==> src/decodePkg.sv <==
// Micro-step decoder definitions
`default_nettype none

package decodePkg;

    localparam int STEP_W    = 4;  // step counter width.
    localparam int ITABLE_W  = 8;  // table code width.
    localparam int REG_SEL_W = 3;  // B C D E H L - A.
    localparam int GROUP_BIT = 3;  // picks the half-decoder.

    // table code fields
    localparam int CLS_W = 4;  // class in bits 7..4.
    localparam int ARG_W = 3;  // argument in bits 2..0.

    // step numbers used by the step tables
    localparam logic [STEP_W-1:0] STEP_0 = 4'd0;
    localparam logic [STEP_W-1:0] STEP_1 = 4'd1;
    localparam logic [STEP_W-1:0] STEP_2 = 4'd2;

    typedef enum logic [CLS_W-1:0] {
        CLS_NOP     = 4'd0,
        CLS_LD_R_N  = 4'd1,
        CLS_LD_A_NN = 4'd2,
        CLS_LD_NN_A = 4'd3,
        CLS_ALU_R   = 4'd4
    } instrClassE;

    // the branch group reuses the low class codes.
    localparam instrClassE CLS_JP_NN    = instrClassE'(4'd0);
    localparam instrClassE CLS_JP_CC_NN = instrClassE'(4'd1);

    typedef enum logic [ARG_W-1:0] {
        ALU_ADD, ALU_ADC, ALU_SUB, ALU_SBC,
        ALU_AND, ALU_XOR, ALU_OR, ALU_CP
    } aluOpE;

    typedef enum logic [ARG_W-1:0] {
        CC_NZ, CC_Z, CC_NC, CC_C,
        CC_PO, CC_PE, CC_P, CC_M
    } condE;

    typedef enum logic {
        ADDR_PC = 1'b0,  // program counter.
        ADDR_NN = 1'b1   // collected operand address.
    } addrSelE;

endpackage

`default_nettype wire

==> src/baseDecoder.sv <==
// Base group half-decoder
`timescale 1ns/10ps
`default_nettype none

module baseDecoder (
    input  wire                                 en,
    input  wire  [decodePkg::STEP_W-1:0]        xpt,
    input  wire  [decodePkg::ITABLE_W-1:0]      itable,
    output logic                                memRead,
    output logic                                memWrite,
    output decodePkg::addrSelE                  addrSel,
    output logic                                regWrite,
    output logic [decodePkg::REG_SEL_W-1:0]     regSel,
    output logic                                aluStrobe,
    output decodePkg::aluOpE                    aluOp,
    output logic                                writeA,
    output logic                                flagWrite,
    output logic                                writePc,
    output logic                                stepReset,
    output logic                                fetchNext
);

    decodePkg::instrClassE       cls;
    logic [decodePkg::ARG_W-1:0] arg;
    decodePkg::aluOpE            op;
    logic                        done;

    assign cls = decodePkg::instrClassE'(
        itable[decodePkg::ITABLE_W-1 -: decodePkg::CLS_W]);
    assign arg = itable[decodePkg::ARG_W-1:0];
    assign op  = decodePkg::aluOpE'(arg);

    always_comb begin
        memRead   = 1'b0;
        memWrite  = 1'b0;
        addrSel   = decodePkg::ADDR_PC;
        regWrite  = 1'b0;
        regSel    = '0;
        aluStrobe = 1'b0;
        aluOp     = decodePkg::ALU_ADD;
        writeA    = 1'b0;
        flagWrite = 1'b0;
        done      = 1'b0;

        if (en) begin
            case (cls)
                decodePkg::CLS_NOP: begin
                    done = 1'b1;
                end

                decodePkg::CLS_LD_R_N: begin
                    if (xpt == decodePkg::STEP_0) begin
                        memRead = 1'b1;  // immediate byte.
                    end else begin
                        regWrite = 1'b1;
                        regSel   = arg;
                        done     = 1'b1;
                    end
                end

                decodePkg::CLS_LD_A_NN: begin
                    memRead = 1'b1;
                    if (xpt >= decodePkg::STEP_2) begin
                        addrSel = decodePkg::ADDR_NN;  // data from (nn).
                        writeA  = 1'b1;
                        done    = 1'b1;
                    end
                end

                decodePkg::CLS_LD_NN_A: begin
                    if (xpt < decodePkg::STEP_2) begin
                        memRead = 1'b1;  // nn low then high.
                    end else begin
                        memWrite = 1'b1;
                        addrSel  = decodePkg::ADDR_NN;
                        done     = 1'b1;
                    end
                end

                decodePkg::CLS_ALU_R: begin
                    aluStrobe = 1'b1;
                    aluOp     = op;
                    flagWrite = 1'b1;
                    writeA    = (op != decodePkg::ALU_CP);  // compare keeps A.
                    done      = 1'b1;
                end

                default: begin
                    done = 1'b1;  // undefined, single step.
                end
            endcase
        end
    end

    // jumps are decoded in the branch half.
    assign writePc   = 1'b0;
    assign stepReset = done;
    assign fetchNext = done;

endmodule

`default_nettype wire

==> src/branchDecoder.sv <==
// Branch group half-decoder
`timescale 1ns/10ps
`default_nettype none

module branchDecoder (
    input  wire                                 en,
    input  wire  [decodePkg::STEP_W-1:0]        xpt,
    input  wire  [decodePkg::ITABLE_W-1:0]      itable,
    input  wire                                 flagC,
    input  wire                                 flagZ,
    input  wire                                 flagPV,
    input  wire                                 flagS,
    output logic                                memRead,
    output logic                                memWrite,
    output decodePkg::addrSelE                  addrSel,
    output logic                                regWrite,
    output logic [decodePkg::REG_SEL_W-1:0]     regSel,
    output logic                                aluStrobe,
    output decodePkg::aluOpE                    aluOp,
    output logic                                writeA,
    output logic                                flagWrite,
    output logic                                writePc,
    output logic                                stepReset,
    output logic                                fetchNext
);

    decodePkg::instrClassE cls;
    decodePkg::condE       cond;
    logic                  condTrue;
    logic                  done;

    assign cls  = decodePkg::instrClassE'(
        itable[decodePkg::ITABLE_W-1 -: decodePkg::CLS_W]);
    assign cond = decodePkg::condE'(itable[decodePkg::ARG_W-1:0]);

    always_comb begin
        case (cond)
            decodePkg::CC_NZ: condTrue = ~flagZ;
            decodePkg::CC_Z:  condTrue = flagZ;
            decodePkg::CC_NC: condTrue = ~flagC;
            decodePkg::CC_C:  condTrue = flagC;
            decodePkg::CC_PO: condTrue = ~flagPV;
            decodePkg::CC_PE: condTrue = flagPV;
            decodePkg::CC_P:  condTrue = ~flagS;
            default:          condTrue = flagS;  // M.
        endcase
    end

    always_comb begin
        memRead = 1'b0;
        writePc = 1'b0;
        done    = 1'b0;

        if (en) begin
            if (cls == decodePkg::CLS_JP_NN || cls == decodePkg::CLS_JP_CC_NN) begin
                if (xpt < decodePkg::STEP_2) begin
                    memRead = 1'b1;  // target low then high.
                end else begin
                    writePc = (cls == decodePkg::CLS_JP_NN) | condTrue;
                    done    = 1'b1;  // false condition still ends here.
                end
            end else begin
                done = 1'b1;
            end
        end
    end

    // jumps never touch data memory, registers or the ALU.
    assign memWrite  = 1'b0;
    assign addrSel   = decodePkg::ADDR_PC;
    assign regWrite  = 1'b0;
    assign regSel    = '0;
    assign aluStrobe = 1'b0;
    assign aluOp     = decodePkg::ALU_ADD;
    assign writeA    = 1'b0;
    assign flagWrite = 1'b0;
    assign stepReset = done;
    assign fetchNext = done;

endmodule

`default_nettype wire

==> src/instrDecoder.sv <==
// Instruction decoder top level
`timescale 1ns/10ps
`default_nettype none

module instrDecoder (
    input  wire                                 clk,
    input  wire                                 rstN,
    input  wire                                 decodeEn,
    input  wire  [decodePkg::ITABLE_W-1:0]      itable,
    input  wire                                 flagC,
    input  wire                                 flagZ,
    input  wire                                 flagPV,
    input  wire                                 flagS,
    output logic                                memRead,
    output logic                                memWrite,
    output decodePkg::addrSelE                  addrSel,
    output logic                                regWrite,
    output logic [decodePkg::REG_SEL_W-1:0]     regSel,
    output logic                                aluStrobe,
    output decodePkg::aluOpE                    aluOp,
    output logic                                writeA,
    output logic                                flagWrite,
    output logic                                writePc,
    output logic                                stepReset,
    output logic                                fetchNext
);

    logic [decodePkg::STEP_W-1:0]    xpt;
    logic                            baseEn;
    logic                            branchEn;

    logic                            bMemRead,   jMemRead;
    logic                            bMemWrite,  jMemWrite;
    decodePkg::addrSelE              bAddrSel,   jAddrSel;
    logic                            bRegWrite,  jRegWrite;
    logic [decodePkg::REG_SEL_W-1:0] bRegSel,    jRegSel;
    logic                            bAluStrobe, jAluStrobe;
    decodePkg::aluOpE                bAluOp,     jAluOp;
    logic                            bWriteA,    jWriteA;
    logic                            bFlagWrite, jFlagWrite;
    logic                            bWritePc,   jWritePc;
    logic                            bStepReset, jStepReset;
    logic                            bFetchNext, jFetchNext;

    assign baseEn   = decodeEn & ~itable[decodePkg::GROUP_BIT];
    assign branchEn = decodeEn &  itable[decodePkg::GROUP_BIT];

    // step counter restarts on the last step or when idle.
    always_ff @(posedge clk or negedge rstN) begin
        if (!rstN) begin
            xpt <= '0;
        end else if (!decodeEn || stepReset) begin
            xpt <= '0;
        end else begin
            xpt <= xpt + 1'b1;
        end
    end

    baseDecoder uBase (
        .en        (baseEn),
        .xpt       (xpt),
        .itable    (itable),
        .memRead   (bMemRead),
        .memWrite  (bMemWrite),
        .addrSel   (bAddrSel),
        .regWrite  (bRegWrite),
        .regSel    (bRegSel),
        .aluStrobe (bAluStrobe),
        .aluOp     (bAluOp),
        .writeA    (bWriteA),
        .flagWrite (bFlagWrite),
        .writePc   (bWritePc),
        .stepReset (bStepReset),
        .fetchNext (bFetchNext)
    );

    branchDecoder uBranch (
        .en        (branchEn),
        .xpt       (xpt),
        .itable    (itable),
        .flagC     (flagC),
        .flagZ     (flagZ),
        .flagPV    (flagPV),
        .flagS     (flagS),
        .memRead   (jMemRead),
        .memWrite  (jMemWrite),
        .addrSel   (jAddrSel),
        .regWrite  (jRegWrite),
        .regSel    (jRegSel),
        .aluStrobe (jAluStrobe),
        .aluOp     (jAluOp),
        .writeA    (jWriteA),
        .flagWrite (jFlagWrite),
        .writePc   (jWritePc),
        .stepReset (jStepReset),
        .fetchNext (jFetchNext)
    );

    // idle half drives zeros, so a plain OR merges them.
    assign memRead   = bMemRead   | jMemRead;
    assign memWrite  = bMemWrite  | jMemWrite;
    assign addrSel   = decodePkg::addrSelE'(bAddrSel | jAddrSel);
    assign regWrite  = bRegWrite  | jRegWrite;
    assign regSel    = bRegSel    | jRegSel;
    assign aluStrobe = bAluStrobe | jAluStrobe;
    assign aluOp     = decodePkg::aluOpE'(bAluOp | jAluOp);
    assign writeA    = bWriteA    | jWriteA;
    assign flagWrite = bFlagWrite | jFlagWrite;
    assign writePc   = bWritePc   | jWritePc;
    assign stepReset = bStepReset | jStepReset;
    assign fetchNext = bFetchNext | jFetchNext;

endmodule

`default_nettype wire

==> config.mk <==
export PLATFORM = sky130hd
export DESIGN_NAME = instrDecoder
export DESIGN_NICKNAME = d
export VERILOG_FILES = /design/src/decodePkg.sv /design/src/baseDecoder.sv /design/src/branchDecoder.sv /design/src/instrDecoder.sv
export SDC_FILE = /design/constraint.sdc
export NUM_CORES = 1
export LEC_CHECK = 0
export ABC_AREA = 1
export BUFFER_PORTS_ARGS = -buffer_cell sky130_fd_sc_hd__buf_2
export CAP_MARGIN = 5
export CELL_PAD_IN_SITES_DETAIL_PLACEMENT = 1
export CELL_PAD_IN_SITES_GLOBAL_PLACEMENT = 1
export CORE_MARGIN = 2
export CORE_UTILIZATION = 27
export DETAILED_ROUTE_END_ITERATION = 12
export PLACE_DENSITY_LB_ADDON = 0.12
export SLEW_MARGIN = 20
export SYNTH_ARGS = -nofsm -noshare
export SYNTH_HDL_FRONTEND = slang
export SYNTH_SLANG_ARGS = --single-unit
==> constraint.sdc <==
create_clock -name clk -period 1.95 [get_ports clk]
set_clock_uncertainty 0.15 [all_clocks]
set_input_delay 0.39 -clock clk [delete_from_list [all_inputs] [get_ports clk]]
set_output_delay 0.39 -clock clk [all_outputs]
set_load 0.1 [all_outputs]
# Word level (Yosys, flattened, before mapping)
# Cells that the tools add are included.
[word_totals]
ff_bits = 4
in_bits = 15
[op_classes]
order_cmp = 2
bitwise_logic = 10
reduce_logical = 6
addsub = 1
mux = 33
n_eq_ne = 11
[op_table]
columns = ["cell", "count"]
rows = [
  ["1-bit two-way mux", 22],
  ["3-bit two-way mux", 5],
  ["3-bit == test, second input constant", 3],
  ["4-bit by 2-bit == test with 1-bit output, second input constant", 2],
  ["4-bit logical NOT", 2],
  ["1-bit one-hot mux with 7 select lines", 1],
  ["3-bit by 2-bit == test with 1-bit output, second input constant", 2],
  ["1-bit one-hot mux with 3 select lines", 2],
  ["1-bit inverter", 5],
  ["4-bit by 1-bit adder with 4-bit output, second input constant", 1],
  ["4-bit by 1-bit == test with 1-bit output, second input constant", 1],
  ["4-bit by 3-bit == test with 1-bit output, second input constant", 1],
  ["4-bit by 2-bit >= comparator with 1-bit output, second input constant", 1],
  ["4-bit by 2-bit less-than comparator with 1-bit output, second input constant", 1],
  ["4-bit two-way mux", 1],
  ["1-bit one-hot mux with 2 select lines", 2],
  ["3-bit by 1-bit == test with 1-bit output, second input constant", 1],
  ["3-bit logical NOT", 1],
  ["3-bit != test, second input constant", 1],
  ["1-bit OR", 3],
  ["1-bit bitwise AND", 2],
  ["1-bit logical OR", 2],
  ["1-bit logical NOT", 1],
]

# Logic depth before layout (Yosys ltp)
# Gate-level depths: netlist (run 1).
[depth]
word_depth = 7
ltp_mapped = 8
mapped_depth_nobuf = 8

# Modules after synthesis
# Synthesis (run 1) repeated with hierarchy kept, for this count alone.
[hier_totals]
hier_cells = 138
hier_area_um2 = 803.3
[modules_own_cells]
columns = ["module", "area_each_um2", "seq_area_each_um2", "cells_per_inst", "n_inst"]
rows = [
  ["instrDecoder", 297.8, 100.1, 40, 1],
  ["branchDecoder", 259.0, 0.0, 42, 1],
  ["baseDecoder", 246.5, 0.0, 56, 1],
]

# Worst setup path before layout (run 1)
# Ideal clock, no wire load.
[synth_timing]
path_type = "flip-flop to output port"
startpoint = "register xpt[2] (netlist bit)"
endpoint = "output memRead"
path_stages_with_launch = 6
n_path_buf = 0
arrival_ns = 2.818
t_required_ns = 1.410
path_slack_ns = -1.408
cell_sequence = "dfrtp_1 nor2_4 nand2_2 inv_2 nand3_2 o21ai_0"
[synth_via]
elab_chain_cells = 5
elab_cells_between_ends = 9
classes_between = "1 x order compare; 6 x mux; 1 x bitwise; 1 x reduce/logical"
[synth_lines]
columns = ["item", "line_no", "text"]
rows = [
  ["start: declaration", "instrDecoder.sv:28", "logic [decodePkg::STEP_W-1:0] xpt;"],
  ["start signal: assignment", "instrDecoder.sv:55", "xpt <= xpt + 1'b1;"],
  ["4-bit by 2-bit less-than comparator with 1-bit output or 4-bit logical NOT (tied branches)", "baseDecoder.sv:71, branchDecoder.sv:56, baseDecoder.sv:52", ""],
  ["1-bit two-way mux, on equally long branches", "baseDecoder.sv:71, branchDecoder.sv:56, baseDecoder.sv:52", ""],
  ["1-bit one-hot mux with 3 select lines or 1-bit two-way mux (tied branches)", "baseDecoder.sv:46, branchDecoder.sv:55", ""],
  ["1-bit two-way mux, on equally long branches", "baseDecoder.sv:45, branchDecoder.sv:54", ""],
  ["1-bit OR *", "instrDecoder.sv:100", "assign memRead = bMemRead | jMemRead;"],
  ["end: declaration", "instrDecoder.sv:14", "output logic memRead,"],
]
# Every way passes the cells marked *; elsewhere a longest branch is shown, timed or not.

# Worst setup path in the final report (run 1)
[layout_timing]
startpoint = "register xpt[0] (netlist bit)"
endpoint = "output fetchNext"
[layout_via]
elab_chain_cells = 5
elab_cells_between_ends = 11
classes_between = "2 x order compare; 7 x mux; 1 x bitwise; 1 x reduce/logical"
[layout_lines]
columns = ["item", "line_no", "text"]
rows = [
  ["4-bit by 2-bit less-than comparator with 1-bit output, or another cell as far along", "baseDecoder.sv:71, branchDecoder.sv:56", ""],
  ["1-bit two-way mux, on equally long branches", "-", ""],
  ["1-bit one-hot mux with 3 select lines or 1-bit two-way mux (tied branches)", "baseDecoder.sv:46, branchDecoder.sv:55", ""],
  ["1-bit two-way mux, on equally long branches", "baseDecoder.sv:45, branchDecoder.sv:54", ""],
  ["1-bit OR *", "instrDecoder.sv:111", "assign fetchNext = bFetchNext | jFetchNext;"],
  ["end: declaration", "instrDecoder.sv:25", "output logic fetchNext"],
]
# Marked as above.

==> summary.txt, run 1 <==
Route
  – Detailed router's first-iteration violation count: 10
  – Via count: around 750
  – Antenna viol nets, final: 0
  – Post-detailed-route DRC marker count: 0
  – Via density: ~4.5
  – Number of detailed-route iterations in the first pass: 4
  – Total length of routed wires: 2.48 mm
  – Per-cell routed wire length: 15.0 um

Critical path
  – Category of the most critical setup path: flop to primary output
  – Worst stage delay on the critical path: about 0.37 ns
  – Start point of the critical path: xpt[0]
  – Critical Path Slowest Stage Cell: dfrtp_1
  – Worst path top cell family by delay: simple AND/OR/NAND/NOR gates
  – Worst EP required: roughly 1.4 ns
  – CP Cell Sequence: inv_2 > ha_2 > nand3b_1 > nand2_2 > nand2_2 > nand2_4 > nand3_4 > buf_12
  – Type of origin of the critical path: flop
  – Number of buffers and inverters on the critical path: 2
  – R2R setup slack: 0.33 ns
  – Worst r2r path cells: 9
  – Number of cells on the critical path: 8
  – Type of element capturing the critical path: primary output
  – Worst flop-to-flop path startpoint: xpt[1]
  – Arr. time, crit path: ~1.6 ns
  – Worst setup path endpoint: fetchNext
  – Most used cell along the critical path: nand2_2
  – Capturing point of the worst reg2reg path: xpt[0]
  – Largest fanout of any net on the critical path: 3

Timing
  – Final period utilization: 108%
  – RSZ-0062 raised after global routing: true
  – Setup WS post-layout: -0.160 ns
  – Achievable clock frequency: between 0.4 and 0.5 GHz
  – Number of max-slew violations in the final report: 0
  – Endpoints failing hold: 0
  – Final Critical Period: 2.11 ns
  – Final setup violation count: 10

Place
  – Port Buffer Count: 30
  – Post-DP HPWL: approximately 1.7 mm
  – Cell area reported after detailed placement: 1110 sq um
  – Final estimated routing congestion in global placement: 0.763
  – Number of placed instances, taps included: between 150 and 200

CTS
  – Depth of the CTS H-tree: 1
  – Clk pin slew, worst setup/hold paths: about 0.040 ns
  – CTS sink count: 4
  – Number of buffers added by the clock tree synthesis step: 3
  – TritonCTS clock tree: built
  – Root buffer selected by CTS: clkbuf_4
  – Worst-case clock buffer depth: 2
  – Clock network latency to the later pin of the worst-skew pair: 0.23 ns

Yosys
  – Area of the mapped netlist: about 550 sq um
  – Average cell area after synthesis: 6.08 sq um
  – Count of synthesis-stage warnings from yosys: 0
  – Number of nets in the synthesized netlist: 108
  – Register bit count reported by yosys: 4
  – Sequential-to-total area share from yosys stat: roughly 18%
  – Async set-or-reset flop fraction in the synthesized netlist: 100%
  – Synthesized instance count: 90
  – Number of distinct standard cells referenced by the synthesized netlist: 20
  – Count of flip-flops with a built-in enable after synthesis: 0
  – Predominant post-synthesis flop cell: dfrtp_1

Cells and area
  – Largest reg by FF count: xpt
  – Share of final-layout standard cells stronger than drive strength 1: between 60% and 70%
  – Layout net count: 158
  – Antenna cells: 0
  – Final non-filler cell area: 1300 sq um
  – Layout Cells excl Fill: 165
  – Max reg flops: 4
  – Largest regs: xpt x4
  – Area grow syn2layout: 138%

Global route
  – Largest net degree at the start of global routing: 6
  – Number of antenna violations at the first check in global routing: 0
  – Global-route wire length before repair: 3.28 mm
  – Number of global-route vias before repair: 761
  – Residual overflow from global routing: 0
  – Combined global-route utilization of all metal layers: ~18%

Floorplan
  – Initial core utilization: between 20% and 30%
  – Chip width: about 50 um
  – Core Rows: 16
  – Area of the die: ~2400 sq um
  – Die Y-Extent: about 49 um
  – IO Pins: 31
  – Core footprint: 1940 sq um

Power and ir drop
  – Total power per unit cell area: between 300 and 400 nW/um^2
  – Post-layout power: between 0.0004 and 0.0005 W
  – Max rail drop VDD: ~0.51 mV
  – Cell leakage power: 0.609 nW

Outcome
  – Result of the run: finished with violations
  – Violated checks: setup timing

Job
  – Max cap viols: 0

Hold path
  – Class of the tightest hold or removal check: input port to flop
[power breakdown]
| group | internal [W] | switching (W) |
|---|---|---|
| sequential | 0.0000879 | 0.00000423 |
| combinational | 0.0000889 | 0.000149 |
| clock | 0.0000686 | 0.0000310 |
[final cells by class]
| class | count | area, sq um |
|---|---|---|
| clock buffers | 3 | 22.5 |
| well taps | 27 | 33.8 |
| inverters | 18 | 78.8 |
| flip-flops and latches | 4 | 100 |
| repair buffers | 47 | 534 |
| fillers | 227 | 638 |
| multi-input cells | 66 | 534 |
[logic make-up after synthesis]
| family | Yosys count | synth area share (%) |
|---|---|---|
| flip-flops | 4 | 18.3 |
| XOR/XNOR | 1 | 1.60 |
| AND/OR/NAND/NOR | 57 | 53.5 |
| AO/OA/AOI/OAI | 4 | 3.89 |
| other | 1 | 0.686 |
| adder cells (fa/ha/maj) | 3 | 6.87 |
| buffers and inverters | 20 | 15.1 |
[synthesized netlist by cell type, types with 2 or more instances]
master	number	share of area [%]
nand2_1	22	15
nand2_2	4	4.6
nor2_4	3	6.2
inv_2	4	2.7
dfrtp_1	4	18
nand4_2	2	4.6
ha_1	3	6.9
buf_4	2	2.7
nor2_1	14	9.6
inv_1	14	9.6
a21oi_1	2	1.8
nand3_1	8	7.3
[worst min-delay path, delay by kind of cell]
family / cells / cell delay [ns]
AND/OR/NAND/NOR: 2 / 0.17
buffers and inverters: 1 / 0.12
[per-layer routing]
layer,wire length (um),part of all wire [%],up-vias,global-route usage [%]
li1,-,-,370,-
met1,925,37,357,18.7
met2,1480,60,17,34.2
met3,56,2.3,2,2.45
met4,16,0.65,0,7.14
met5,0,0,-,0
[metrics by stage]
stage	utilization, %	setup WS [ns]	hold slack [ns]	setup TNS (ns)
floorplan	-	-0.257	-0.0556	-1.27
global placement	57.3	0.0299	0.0449	0
detailed placement	57.3	-0.0266	0.0492	-0.0392
CTS	61.5	-0.121	0.331	-0.851
global route	67.1	-0.228	0.347	-1.74
finish	67.1	-0.160	0.336	-1.09
[what timing repair did]
item,in CTS,in global routing
pin swaps,5,13
hold buffers,1,0
gates resized for setup,9,17
hold endpoints to repair,4,0
endpoints found under the setup margin,9,11
buffers inserted,3,6
[worst min-delay path by stage]
| stage | to | slack [ns] | start | depth (start not counted) |
|---|---|---|---|---|
| after floorplan | xpt[0] | -0.06 | rstN | 0 |
| after global placement | xpt[2] | 0.04 | rstN | 1 |
| after detailed placement | xpt[2] | 0.05 | rstN | 1 |
| after CTS | xpt[1] | 0.33 | rstN | 2 |
| after global routing | xpt[1] | 0.35 | decodeEn | 3 |
| final | xpt[1] | 0.34 | decodeEn | 3 |
[layout by cell type (no fill, tap or decap), types with 2 or more instances in the layout]
| cell type | count |
|---|---|
| nor2_4 | 10 |
| nand2_1 | 15 |
| buf_12 | 16 |
| nand2_2 | 9 |
| nand3_4 | 2 |
| buf_4 | 15 |
| nand3_2 | 5 |
| dfrtp_1 | 4 |
| nand2_4 | 3 |
| inv_2 | 7 |
| nor2_1 | 6 |
| buf_2 | 13 |
| inv_1 | 8 |
| clkbuf_4 | 3 |
| ha_2 | 2 |
| clkinvlp_4 | 3 |
| nand3_1 | 2 |
Power figures use the tool's default switching activity.
==> run 2: changes to the inputs <==
Settings changed: SKIP_CTS_REPAIR_TIMING set to 1.
==> summary.txt, run 2 (synthesis results as in run 1) <==
Cells and area
  – Multi-input gate area: between 500 and 600 sq um
  – Layout net count: between 150 and 200
  – Antenna cells: 0
  – Largest reg by FF count: xpt
  – Sequential standard cell area: around 100 sq um
  – Share of final-layout standard cells stronger than drive strength 1: around two thirds
  – Commonest non-fill, non-tap cells in the layout: 16 x nand2_1, 16 x buf_12, 14 x buf_2
  – Area grow syn2layout: 125%
  – Largest regs: xpt x4
  – Max reg flops: 4
  – Fill cell total of the finished layout: roughly 240

Power and ir drop
  – Switch share: a little over two fifths
  – Combinational group share of total power: a little over half
  – Switching power: around 0.00017 W
  – Total power per unit cell area: ~330 nW/um^2
  – Clock network fraction of design power: approximately a quarter
  – Post-layout power: between 0.0004 and 0.0005 W
  – Max rail drop VDD: 0.487 mV
  – Internal Pwr Total: 0.000236 W
  – Cell leakage power: roughly 0.57 nW
  – Flop pwr share: ~23%

Timing
  – Setup WS post-layout: -0.152 ns
  – Endpoints failing hold: 0
  – Number of max-slew violations in the final report: 0
  – Final setup violation count: 9
  – Final Critical Period: roughly 2.1 ns
  – Achievable clock frequency: 0.476 GHz
  – RSZ-0062 raised after global routing: true
  – Final period utilization: 108%

Global route
  – Combined global-route utilization of all metal layers: about 17%
  – Global-route wire length before repair: roughly 3.2 mm
  – Number of antenna violations at the first check in global routing: 0
  – Largest net degree at the start of global routing: 6
  – Residual overflow from global routing: 0
  – Number of global-route vias before repair: 718

Job
  – Max cap viols: 0

Critical path
  – R2R setup slack: 0.31 ns
  – Arr. time, crit path: 1.56 ns
  – Type of element capturing the critical path: primary output
  – Worst flop-to-flop path startpoint: xpt[1]
  – Capturing point of the worst reg2reg path: xpt[0]
  – Largest fanout of any net on the critical path: 4
  – Category of the most critical setup path: flop to primary output
  – Worst EP required: 1.41 ns
  – Worst r2r path cells: 9
  – Type of origin of the critical path: flop

Hold path
  – Endpoint of the worst hold path: xpt[0]
  – Source of the worst hold timing path: xpt[0]
  – Cell depth of the worst min-delay path: 1
  – Class of the tightest hold or removal check: flop to flop

CTS
  – CTS sink count: 4
  – TritonCTS clock tree: built
  – Worst-case clock buffer depth: 2
  – Root buffer selected by CTS: clkbuf_4
  – Clk pin slew, worst setup/hold paths: ~0.04 ns
  – Depth of the CTS H-tree: 1
  – Clock network latency to the later pin of the worst-skew pair: 0.23 ns
  – Number of buffers added by the clock tree synthesis step: 3

Outcome
  – Violated checks: setup timing
  – Result of the run: finished with violations

Floorplan
  – Die Y-Extent: 49 um
  – Initial core utilization: between 20 and 30%
  – Core Rows: 16
  – IO Pins: 31
  – Chip width: roughly 50 um
  – Core footprint: roughly 1900 sq um
  – Area of the die: approximately 2400 sq um

Route
  – Per-cell routed wire length: about 13 um
  – Post-detailed-route DRC marker count: 0
  – Via count: a little over 700
  – Via density: between 4 and 5
  – Total length of routed wires: roughly 2.1 mm
  – Detailed router's first-iteration violation count: 2
  – Antenna viol nets, final: 0
  – Number of detailed-route iterations in the first pass: 4

Place
  – Post-DP HPWL: 1.71 mm
  – Final estimated routing congestion in global placement: between 0.7 and 0.8
  – Placement Setup Slack: -0.0266 ns
  – Port Buffer Count: 30
[run 2: metal layers]
metal  vias up  track usage [%]  routed length (um)
li1        361                -                   -
met1       336             18.1                 749
met2        19             32.9                1290
met3         6             2.45                  55
met4         0             7.14                  34
met5         -                0                   0
[run 2: how the worst max path moves through the flow]
stage               from   endpoint  slack [ns]  cells after the start
6_report          xpt[1]  regSel[0]       -0.15                      6
5_1_grt           xpt[1]  stepReset       -0.24                      8
4_1_cts           xpt[0]    addrSel       -0.25                      8
3_5_place_dp   itable[1]    writePc       -0.03                      8
3_3_place_gp   itable[7]  fetchNext        0.03                      9
2_1_floorplan     xpt[1]  regSel[0]       -0.26                      5
[run 2: final cells by class]
cell class / count / area share (%)
multi-input combinational: 66 / 41.7
sequential: 4 / 8.12
timing repair buffer: 42 / 39.2
tap: 27 / 2.74
inverter: 18 / 6.40
clock buffer: 3 / 1.83
[run 2: power groups by stage]
stage	clock network, W	logic, W	registers [W]
floorplan	0	0.000131	0.0000919
global placement	0	0.000191	0.0000922
detailed placement	0	0.000199	0.0000928
CTS	0.000105	0.000199	0.0000918
global route	0.000104	0.000233	0.0000931
finish	0.0000986	0.000219	0.0000929
[run 2: critical path: stages, from the launching register on]
cell	delay, ns
dfrtp_1	0.42
inv_2	0.08
ha_2	0.19
nand2_2	0.08
nand3_2	0.18
nor2_4	0.20
buf_12	0.19
[run 2: through the flow]
step	utilization (%)	instances	instance area [sq um]	hold slack [ns]	setup TNS [ns]
after floorplan	-	90	671	-0.0556	-1.27
after global placement	57.3	152	1110	0.0449	0
after detailed placement	57.3	152	1110	0.0492	-0.0392
after CTS	58.4	155	1130	-0.199	-1.44
after global routing	63.5	160	1230	0.343	-1.79
final	63.5	160	1230	0.332	-1.13
